File: config.mk
export PLATFORM = sky130hd
export DESIGN_NAME = tcdm_req_decode
export DESIGN_NICKNAME = d
export VERILOG_FILES = /design/src/hdl/axil_pkg.sv /design/src/hdl/tcdm_pkg.sv /design/src/hdl/tcdm_req_decode.sv
export SDC_FILE = /design/constraint.sdc
export NUM_CORES = 1
export LEC_CHECK = 0
export BUFFER_PORTS_ARGS = -buffer_cell sky130_fd_sc_hd__buf_2
export CAP_MARGIN = 20
export CORE_MARGIN = 2
export CORE_UTILIZATION = 41
export CTS_BUF_LIST = sky130_fd_sc_hd__clkbuf_2
export DETAILED_ROUTE_END_ITERATION = 8
export PLACE_DENSITY_LB_ADDON = 0.3
export RECOVER_POWER = 100
export SYNTH_ARGS = -nofsm -noshare
export SYNTH_HDL_FRONTEND = slang
export SYNTH_SLANG_ARGS = --single-unit
File: constraint.sdc
create_clock -name clk_i -period 1.2 [get_ports clk_i]
set_input_delay 0.18 -clock clk_i [delete_from_list [all_inputs] [get_ports clk_i]]
set_output_delay 0.18 -clock clk_i [all_outputs]
set_load 0.005 [all_outputs]
File: src/hdl/axil_pkg.sv
// AXI4-Lite channel payloads for a 32-bit address and data target
// valid and ready travel beside these structs as plain wires
// prot is carried on aw and ar but the memory ignores it
package axil_pkg;

  // response codes, only the two that the target can return
  localparam logic [1:0] RESP_OKAY   = 2'b00;
  localparam logic [1:0] RESP_SLVERR = 2'b10;

  // write address channel, 35 bits
  typedef struct packed {
    logic [31:0] addr; // byte address
    logic [2:0]  prot; // unused by the memory
  } axil_aw_t;

  // write data channel, 36 bits
  typedef struct packed {
    logic [31:0] data;
    logic [3:0]  strb; // one bit per byte lane
  } axil_w_t;

  // read address channel, 35 bits
  typedef struct packed {
    logic [31:0] addr;
    logic [2:0]  prot;
  } axil_ar_t;

  // write response, 2 bits
  typedef struct packed {
    logic [1:0] resp;
  } axil_b_t;

  // read data and response, 34 bits
  typedef struct packed {
    logic [31:0] data;
    logic [1:0]  resp;
  } axil_r_t;

endpackage

File: src/hdl/tcdm_pkg.sv
// bank request and response records of the TCDM
// wen follows the bank convention: high means read, low means write
// bank is sized for up to 16 banks, row for up to 65536 words per bank
package tcdm_pkg;

  // id tells the collector which AXI channel owns the response
  localparam logic ID_WRITE = 1'b0;
  localparam logic ID_READ  = 1'b1;

  // request from the decoder to the bank array, 60 bits
  typedef struct packed {
    logic        req;  // one-cycle pulse per transaction
    logic        wen;  // 1 read, 0 write
    logic        err;  // out of range, no memory access
    logic [3:0]  bank; // only the low log2(NbBanks) bits are meaningful
    logic [15:0] row;  // word index inside the bank
    logic [31:0] data; // write data
    logic [3:0]  be;   // byte enables for writes
    logic        id;   // ID_WRITE or ID_READ
  } tcdm_req_t;

  // response from the bank array, 35 bits
  typedef struct packed {
    logic        r_valid; // one cycle after the granted request
    logic        r_err;   // echo of the request err
    logic        r_id;    // echo of the request id
    logic [31:0] r_data;  // read data, undefined for writes
  } tcdm_rsp_t;

  // the decoder drives req only for accepted beats
  // the collector never sees two responses in flight
  // the array never stalls, so a request is answered the next cycle
  // all three blocks share these two records through this package
  // field widths are fixed, parameters only narrow what is decoded

endpackage

File: src/hdl/tcdm_req_decode.sv
// AXI4-Lite front end of the TCDM, one transaction in flight at a time
// ready is combinational on valid and busy_i, so the host sees it in the accept cycle
// writes need aw and w together and win over a pending read
// NbBanks and BankWords must be powers of two, each at least 2
// addresses at or above 4*NbBanks*BankWords are flagged, not wrapped
`timescale 1ns/1ns

module tcdm_req_decode import axil_pkg::*; import tcdm_pkg::*; #(
  parameter int unsigned NbBanks   = 4,
  parameter int unsigned BankWords = 256
) (
  input  logic      clk_i,
  input  logic      rst_ni,
  input  axil_aw_t  aw_i,
  input  axil_w_t   w_i,
  input  axil_ar_t  ar_i,
  input  logic      aw_valid_i,
  input  logic      w_valid_i,
  input  logic      ar_valid_i,
  output logic      aw_ready_o,
  output logic      w_ready_o,
  output logic      ar_ready_o,
  input  logic      busy_i,
  output tcdm_req_t bank_req_o
);

  localparam int unsigned BankBits = $clog2(NbBanks);
  localparam int unsigned RowBits  = $clog2(BankWords);
  localparam int unsigned MemBytes = 4 * NbBanks * BankWords; // first illegal byte address

  logic        wr_ok;     // both write channels presented
  logic        wr_accept; // write handshake this cycle
  logic        rd_accept; // read handshake this cycle
  logic [31:0] addr;      // address of the winning channel
  tcdm_req_t   req_d;
  tcdm_req_t   pay_q;     // request payload, held until the next accept
  logic        req_q;     // issue pulse, cycle after accept

  assign wr_ok     = aw_valid_i & w_valid_i;
  assign wr_accept = wr_ok & ~busy_i;
  assign rd_accept = ar_valid_i & ~wr_ok & ~busy_i; // write priority

  assign aw_ready_o = wr_accept; // aw and w always move together
  assign w_ready_o  = wr_accept;
  assign ar_ready_o = rd_accept;

  assign addr = wr_ok ? aw_i.addr : ar_i.addr;

  // build the bank request from whichever channel wins
  always_comb begin
    req_d      = '0;
    req_d.wen  = ~wr_ok;                          // high means read
    req_d.err  = (addr >= MemBytes);
    req_d.bank = 4'(addr[2 +: BankBits]);         // word interleaving
    req_d.row  = 16'(addr[2 + BankBits +: RowBits]);
    req_d.data = w_i.data;
    req_d.be   = wr_ok ? w_i.strb : 4'b0000;      // reads touch no byte lane
    req_d.id   = wr_ok ? ID_WRITE : ID_READ;
  end

  // issue pulse, high for exactly one cycle after the handshake
  always_ff @(posedge clk_i or negedge rst_ni) begin
    if (!rst_ni) begin
      req_q <= 1'b0;
    end else begin
      req_q <= wr_accept | rd_accept;
    end
  end

  always_ff @(posedge clk_i) begin
    if (wr_accept | rd_accept) begin
      pay_q <= req_d; // capture only on accept
    end
  end

  // the registered payload with the control bit from the reset domain
  always_comb begin
    bank_req_o     = pay_q;
    bank_req_o.req = req_q;
  end

endmodule

==> results.md <==
- Core Rows: 24
- Non-Filler Instances: 344
- Pwr Total: 3.22 mW
- Highest Clock Rate: 852 MHz
- Routability Congestion: 0.784
- Largest net degree at the start of global routing: 28
- Drt via density: 4.55
- Global-route wire length before repair: 7.45 mm
- Core Region: 4380 um^2
- Chip Width: 71.6 um
- Die area: 5130 um^2
- Worst path slowest cell: edfxtp_1
- CP cell instances: buf_2
- Synthesized area: 1880 um^2
- Area contributors post-synth: edfxtp_1 77%, buf_4 5.2%, mux2_4 4.8%
- Post-synthesis cell type count: 16
- Overall routed net length: 4.92 mm
- Peak VDD IR: 0.000426 V
- Initial antenna violation count: 0
- Fin. Hold Viols: 0
- Final worst slack: 0.0257 ns
- TritonCTS buffer count: 5
- Status: finished, final reports clean
- IO Pins: 175
- Min cycle time layout: 1.17 ns
- Max incr delay on CP: 0.46 ns
- Layout area overhead: 59.8%
- Fraction of registers with async set/reset: 0.0204
- Starting Density: 0.428
- Fin. max-slew vios: 0
- CTS H-tree lvls: 2
- Slew Limit Headroom: 0.644
- Mean Syn Cell Area: 18.9 um^2
- RSZ-0062 raised after global routing: true
- Sequential area share after synthesis: 0.782
- Crit-path max FO: 1
- Crit path max-delay family: flip-flops
- Syn. warnings: 0
- DR iter-0 viols: 74
- Die height: 71.6 um
- GRT Total Usage: 0.194
- Worst Path Buf+Inv: 1
- Hold slack final: 0.0701 ns
- Final setup fails: 0
- Post-CTS Setup Repair Bufs: 0
- Kind of critical path: reg -> out
- Pre-CTS WS: -0.0604 ns
- Final Util: 0.684
- Crit share post-route: 0.979
- Tightest Pin Transition: 0.534 ns
- Leakage power: 1.35 nW
- Required time of the worst setup path: 1.02 ns
- Post-synth EDFFs: 48
- Clock sink count: 49
- Nets: 403
- Worst EP arrival: 0.99 ns
- TritonCTS clock tree: built
- Inst Count DP: 303
- MaxCap Viol Count: 0
- CP Launch Type: flop
- Wire length per cell: 14.3 um
- Flops & latches, synth: 49
- Critical path endpoint category: output port
- PD cells: 1070 nW/um^2
- Detailed placement HPWL: 3.30 mm
- Post-Syn Instances: 99
- HP Class: in -> async
- CTS resizes: 0
- Dominant cell type by area after synthesis: edfxtp_1
- Commonest cells post-synth: 48 x edfxtp_1, 13 x buf_4, 10 x nor4_1, 6 x mux2_4
- Vias in the first global route: 1,576
- Share of the synthesized area in the top cell type: 0.769
- Clk slew on worst S/H paths: 0.22 ns
- Top-count cell post-synth: edfxtp_1
- CTS max path bufs: 2
- Remaining routing DRC violations: 0
- GR Overflow Total: 0
- Most used DFF post-synth: edfxtp_1
- Drt pass-1 iters: 4
- Clk root buf: clkbuf_2
- Port-buffer cells: 154
- Via count: 1,565
- Share of cells above drive strength 1: 0.545
- Post-route antenna net violation count: 0
- Antenna diode count: 0
-- layer usage --
layer	vias to the layer above	wire, um	track usage
met3	4	607	0.0689
met5	-	0	0
met4	0	37	0.0545
li1	746	-	-
met1	706	1580	0.189
met2	109	2690	0.379
-- layout by cell type (no fill, tap or decap) --
cell type	instances
nand3_1	2
clkbuf_2	9
mux2_1	5
dlygate4sd3_1	33
nor3b_1	1
clkbuf_1	14
and2_4	1
mux2_4	1
conb_1	10
buf_4	1
nand4_1	2
mux2_2	4
clkinv_2	1
edfxtp_1	48
inv_4	1
and3_1	4
nor2_2	1
nor4_1	10
nor2_1	2
a22o_1	1
buf_2	139
buf_12	1
dfrtp_1	1
-- kinds of logic (layout without fill, tap and decap cells) --
group,Yosys count,in the layout,share of synthesized area
AOI/OAI and AO/OA,1,1,0.00467
buffers and inverters,15,199,0.0660
DFF,49,49,0.782
muxes,10,10,0.0720
other,1,10,0.00200
and+or+nand+nor,23,23,0.0734
-- cell type report --
cell class / instances / area, um^2
clock buffers: 7 / 35.0
multi-input cells: 44 / 303
clock inverters: 1 / 5.00
repair buffers: 190 / 1120
fillers: 335 / 1390
well taps: 52 / 65.1
flip-flops and latches: 49 / 1470
inverters: 1 / 6.26
-- metrics by stage --
step	cell area, um^2	setup TNS, ns
3_5_place_dp	2690	-0.394
4_1_cts	3060	0
2_1_floorplan	1920	-15.27
5_1_grt	3000	-0.467
3_3_place_gp	2690	-0.348
6_report	3000	0
-- state kept, by name, summed over array words and instances (netlist names) --
register    flops
req_q           1
bank_req_o     48
-- report_power, final --
| part | switching (mW) | total [mW] | internal [mW] |
|---|---|---|---|
| sequential | 0.0369 | 2.08 | 2.04 |
| combinational | 0.216 | 0.527 | 0.312 |
| clock | 0.458 | 0.617 | 0.160 |
| total | 0.710 | 3.22 | 2.51 |
-- repair_timing --
item                                   CTS  global route
setup endpoints to repair                0            18
hold buffers                            33             0
endpoints found under the hold margin   33             0
-- worst max path at each step --
stage / slack, ns / cells after the start / startpoint / end
after floorplan: -0.32 / 3 / aw_valid_i / bank_req_o[0]
after global placement: -0.06 / 4 / aw_valid_i / bank_req_o[41]
after detailed placement: -0.06 / 4 / aw_valid_i / bank_req_o[43]
after CTS: 0.01 / 1 / bank_req_o[0] / bank_req_o[0]
after global routing: -0.07 / 1 / bank_req_o[32] / bank_req_o[32]
final: 0.03 / 1 / bank_req_o[32] / bank_req_o[32]
(Power assumes the default switching activity.)
