<file path="config.mk">
export PLATFORM = sky130hd
export DESIGN_NAME = tcdm_resp_collect
export DESIGN_NICKNAME = d
export VERILOG_FILES = /design/src/hdl/axil_pkg.sv /design/src/hdl/tcdm_pkg.sv /design/src/hdl/tcdm_resp_collect.sv
export SDC_FILE = /design/constraint.sdc
export NUM_CORES = 1
export LEC_CHECK = 0
export CORE_ASPECT_RATIO = 1.5
export CORE_MARGIN = 5
export CORE_UTILIZATION = 60
export DETAILED_ROUTE_END_ITERATION = 10
export DONT_BUFFER_PORTS = 1
export PLACE_DENSITY = 0.76
export SLEW_MARGIN = 40
export SYNTH_ARGS = -nofsm -noshare
export SYNTH_HDL_FRONTEND = slang
export SYNTH_SLANG_ARGS = --single-unit
</file>
<file path="constraint.sdc">
create_clock -name clk_i -period 0.9 [get_ports clk_i]
set_input_delay 0.135 -clock clk_i [delete_from_list [all_inputs] [get_ports clk_i]]
set_output_delay 0.135 -clock clk_i [all_outputs]
set_load 0.01 [all_outputs]
</file>
<file path="src/hdl/axil_pkg.sv">
// AXI4-Lite channel payloads for a 32-bit address and data target
// valid and ready travel beside these structs as plain wires
// prot is carried on aw and ar but the memory ignores it
package axil_pkg;

  // response codes, only the two that the target can return
  localparam logic [1:0] RESP_OKAY   = 2'b00;
  localparam logic [1:0] RESP_SLVERR = 2'b10;

  // write address channel, 35 bits
  typedef struct packed {
    logic [31:0] addr; // byte address
    logic [2:0]  prot; // unused by the memory
  } axil_aw_t;

  // write data channel, 36 bits
  typedef struct packed {
    logic [31:0] data;
    logic [3:0]  strb; // one bit per byte lane
  } axil_w_t;

  // read address channel, 35 bits
  typedef struct packed {
    logic [31:0] addr;
    logic [2:0]  prot;
  } axil_ar_t;

  // write response, 2 bits
  typedef struct packed {
    logic [1:0] resp;
  } axil_b_t;

  // read data and response, 34 bits
  typedef struct packed {
    logic [31:0] data;
    logic [1:0]  resp;
  } axil_r_t;

endpackage

</file>
<file path="src/hdl/tcdm_pkg.sv">
// bank request and response records of the TCDM
// wen follows the bank convention: high means read, low means write
// bank is sized for up to 16 banks, row for up to 65536 words per bank
package tcdm_pkg;

  // id tells the collector which AXI channel owns the response
  localparam logic ID_WRITE = 1'b0;
  localparam logic ID_READ  = 1'b1;

  // request from the decoder to the bank array, 60 bits
  typedef struct packed {
    logic        req;  // one-cycle pulse per transaction
    logic        wen;  // 1 read, 0 write
    logic        err;  // out of range, no memory access
    logic [3:0]  bank; // only the low log2(NbBanks) bits are meaningful
    logic [15:0] row;  // word index inside the bank
    logic [31:0] data; // write data
    logic [3:0]  be;   // byte enables for writes
    logic        id;   // ID_WRITE or ID_READ
  } tcdm_req_t;

  // response from the bank array, 35 bits
  typedef struct packed {
    logic        r_valid; // one cycle after the granted request
    logic        r_err;   // echo of the request err
    logic        r_id;    // echo of the request id
    logic [31:0] r_data;  // read data, undefined for writes
  } tcdm_rsp_t;

  // the decoder drives req only for accepted beats
  // the collector never sees two responses in flight
  // the array never stalls, so a request is answered the next cycle
  // all three blocks share these two records through this package
  // field widths are fixed, parameters only narrow what is decoded

endpackage

</file>
<file path="src/hdl/tcdm_resp_collect.sv">
// turns the bank response into an AXI4-Lite B or R beat
// the beat is registered and held until the matching ready
// busy covers issue to completion, so only one transaction is ever in flight
// reads that hit an out-of-range address return zero data with SLVERR
`timescale 1ns/1ns

module tcdm_resp_collect import axil_pkg::*; import tcdm_pkg::*; (
  input  logic      clk_i,
  input  logic      rst_ni,
  input  logic      issue_i,     // request pulse from the decoder
  input  tcdm_rsp_t bank_rsp_i,
  output axil_b_t   b_o,
  output logic      b_valid_o,
  input  logic      b_ready_i,
  output axil_r_t   r_o,
  output logic      r_valid_o,
  input  logic      r_ready_i,
  output logic      busy_o
);

  logic    b_valid_q;
  logic    r_valid_q;
  logic    busy_q;    // set after issue, cleared by the transfer
  logic    done;      // B or R beat transfers this cycle
  logic    rsp_wr;    // bank answer for the write channel
  logic    rsp_rd;
  axil_b_t b_q;
  axil_r_t r_q;

  assign rsp_wr = bank_rsp_i.r_valid & (bank_rsp_i.r_id == ID_WRITE);
  assign rsp_rd = bank_rsp_i.r_valid & (bank_rsp_i.r_id == ID_READ);
  assign done   = (b_valid_q & b_ready_i) | (r_valid_q & r_ready_i);

  always_ff @(posedge clk_i or negedge rst_ni) begin
    if (!rst_ni) begin
      b_valid_q <= 1'b0;
      r_valid_q <= 1'b0;
      busy_q    <= 1'b0;
    end else begin
      if (issue_i) begin
        busy_q <= 1'b1;
      end else if (done) begin
        busy_q <= 1'b0;
      end
      if (rsp_wr) begin
        b_valid_q <= 1'b1;
      end else if (b_ready_i) begin
        b_valid_q <= 1'b0; // beat taken
      end
      if (rsp_rd) begin
        r_valid_q <= 1'b1;
      end else if (r_ready_i) begin
        r_valid_q <= 1'b0;
      end
    end
  end

  // payload captured once per response, then frozen while valid waits
  always_ff @(posedge clk_i) begin
    if (rsp_wr) begin
      b_q.resp <= bank_rsp_i.r_err ? RESP_SLVERR : RESP_OKAY;
    end
    if (rsp_rd) begin
      r_q.data <= bank_rsp_i.r_err ? 32'h0 : bank_rsp_i.r_data; // no data past the end
      r_q.resp <= bank_rsp_i.r_err ? RESP_SLVERR : RESP_OKAY;
    end
  end

  assign b_o       = b_q;
  assign b_valid_o = b_valid_q;
  assign r_o       = r_q;
  assign r_valid_o = r_valid_q;
  assign busy_o    = issue_i | busy_q; // high already in the issue cycle

endmodule

</file>
==> results_dict.tcl <==
set metrics [dict create \
    reg2reg_from "b_valid_o$_DFFE_PN0P_" \
    n_fill_cell 118 \
    antenna_found_initial 0 \
    relSlewSlack_pct 61.7 \
    powerDensity_nw_per_um2 1820 \
    min_path_type "in -> reg" \
    hold_depth 1 \
    netlist_area_um2 1410 \
    min_from "bank_rsp_i[5]" \
    timing.final.crit_period_ns 1.14 \
    netlist_instances 84 \
    critical_path.max_fanout 2 \
    antenna_cells 0 \
    synth_common_cells "edfxtp_1, nor2b_1, a21o_1, buf_6, dfrtp_1" \
    num-nets-final 154 \
    grt_max_degree 27 \
    start_util_pct 62.9 \
    yosysSeqAreaShare_pct 78.0 \
    root_buffer "clkbuf_4" \
    skew_ns 0.0000260 \
    hold_path_end "r_o[7]$_SDFFCE_PP0P_" \
    violations "negative setup slack" \
    first_pass_iters 4 \
    clock_sinks 37 \
    synth_top_area_share_pct 72.7 \
    synth.largest_area_cell "edfxtp_1" \
    clk_latency_ns 0.33 \
    port_buffers 0 \
    io_pins 79 \
    status "finished, violations left" \
    core_area_um2 2230 \
    p_leak_nw 0.635 \
    synth-seq-cells 37 \
    dpl.cell_count 105 \
    finalCritPeriodShare_pct 126 \
    fin_util_pct 77.5 \
    die_w_um 49.5 \
    power.total_mw 3.14 \
    route.detailed.drc 0 \
    yosys_warnings 0 \
    reg2reg_slack_ns 0.06 \
    finalHoldViolCount 0 \
    critPathTopFamily "flip-flops" \
    finalWeightedCongestion 0.611 \
    overflow 0 \
    dp_hpwl_mm 1.71 \
    synth_enable_flop_cells 34 \
    syn_area_per_cell_um2 16.7 \
    design.die.area_um2 3430 \
    instances_no_fill 138 \
    slew_viol_final 0 \
    clk_path_buf_depth 2 \
    arrival_ns 1.00 \
    areaGrowthSynthToFinish_pct 23.2 \
    synth_top_flop_cell "edfxtp_1" \
    setup_viol 22 \
    cts.clk_slew.worst_paths_ns 0.11 \
    htree_levels 2 \
    grt_pass1_wl_mm 3.98 \
    wl_per_cell_um 19.5 \
    crit_slowest_cell "dfrtp_1" \
    pre_cts_ws_ns 0.0702 \
    layout-drive-gt1-share_pct 13.0 \
    via_per_inst 5.45 \
    crit_type "reg -> out" \
    grt_usage_pct 16.3 \
    grt_pass1_vias 799 \
    rsz0062_at_grt "true" \
    die_h_um 69.3 \
    cts_buffers 5 \
    start_kind "flop" \
    max-cap-violations 0 \
    vias 752 \
    worstSetupEndpointType "primary output" \
    rr_worst_depth 2 \
    ant_nets 0 \
    cts_tree "done" \
    ys_types 11 \
    clock.fmax_ghz 0.881 \
    ir_drop_mv 1.31 \
    synth_area_leaders "edfxtp_1, nor2b_1, dfrtp_1" \
    worst_r2r_endpoint "busy_q$_DFFE_PN0P_" \
    yosysMostFrequentCell "edfxtp_1" \
    wl_mm 2.69 \
    drtIter0Drc 15 \
    synth-async-reset-ratio_pct 8.11 \
    cp.buffers_inverters 0 \
    rows 21 \
    max_stage_delay_ns 0.41 \
    tightest_slew_ns 0.575 \
    crit_chain "or2_4" \
    required_ns 0.76 \
    layout_setup_ws_ns -0.235 \
]
## flip-flops by register name, indices dropped and copies added, names as in the netlist
register	count
busy_q	1
b_valid_o	1
b_o	1
r_valid_o	1
r_o	33
## final cells by class
type                    instances  area [µm²]  share of cell area [%]
flip-flops and latches         37        1100                    63.5
repair buffers                 27         278                    16.1
multi-input cells              41         267                    15.4
clock buffers                   6        41.3                    2.39
well taps                      23        28.8                    1.66
clock inverters                 2        10.0                   0.578
inverters                       2        7.51                   0.434
## cell families (layout without fill, tap and decap cells)
logic type,Yosys count,after routing,synth area share [%]
other,1,2,0.267
AND/OR/NAND/NOR,35,35,15.6
AO/OA/AOI/OAI,4,4,2.14
flip-flops,37,37,78.0
buffers and inverters,7,37,4.01
## power by group
| group | internal, mW | leakage (nW) | switching (mW) |
|---|---|---|---|
| clock | 0.297 | 0.0320 | 0.487 |
| sequential | 2.01 | 0.330 | 0.112 |
| combinational | 0.143 | 0.272 | 0.0894 |
| total | 2.45 | 0.635 | 0.689 |
## metal layers
| metal | GRT usage (%) | vias to the layer above | routed length, µm |
|---|---|---|---|
| met1 | 14.5 | 356 | 848 |
| met4 | 7.00 | 0 | 38 |
| met3 | 9.03 | 4 | 297 |
| met5 | 0 | - | 0 |
| li1 | - | 341 | - |
| met2 | 28.7 | 51 | 1510 |
## stage by stage
stage,area [µm²],setup TNS [ns],hold WS [ns]
floorplan,1410,0,-0.161
global placement,1420,0,-0.161
detailed placement,1420,0,-0.160
CTS,1710,-3.34,0.00345
global route,1730,-1.99,0.00657
finish,1730,-0.629,0.0170
## worst max-delay path by stage
| stage | from | endpoint | slack (ns) | depth (start not counted) |
|---|---|---|---|---|
| 6_report | busy_q$_DFFE_PN0P_ | busy_o | -0.24 | 1 |
| 5_1_grt | busy_q$_DFFE_PN0P_ | busy_o | -0.28 | 1 |
| 4_1_cts | busy_q$_DFFE_PN0P_ | busy_o | -0.22 | 1 |
| 3_5_place_dp | b_valid_o$_DFFE_PN0P_ | busy_q$_DFFE_PN0P_ | 0.07 | 2 |
| 3_3_place_gp | b_valid_o$_DFFE_PN0P_ | busy_q$_DFFE_PN0P_ | 0.10 | 2 |
| 2_1_floorplan | bank_rsp_i[32] | r_o[10]$_SDFFCE_PP0P_ | 0.08 | 1 |
## placed cells by master, fill, tap and decap left out
| cell | synthesis | routed |
|---|---|---|
| edfxtp_1 | 34 | 34 |
| nor2b_1 | 33 | 33 |
| dlygate4sd3_1 | 0 | 23 |
| clkbuf_4 | 0 | 5 |
| a21o_1 | 3 | 3 |
| inv_1 | 2 | 2 |
| conb_1 | 1 | 2 |
| dfrtp_2 | 0 | 2 |
| clkinv_2 | 0 | 2 |
| buf_4 | 2 | 2 |
| and2_4 | 0 | 1 |
| or2_4 | 0 | 1 |
| a22oi_2 | 0 | 1 |
| dfrtp_1 | 3 | 1 |
| clkbuf_1 | 0 | 1 |
| dlymetal6s4s_1 | 0 | 1 |
| buf_12 | 0 | 1 |
## repair_timing
action,4_1_cts,5_1_grt
hold endpoints to repair,41,0
setup endpoints to repair,34,54
resized for setup,1,4
hold buffers,24,0
buffers inserted,0,1
No activity file was read; power rests on OpenSTA's default activity.
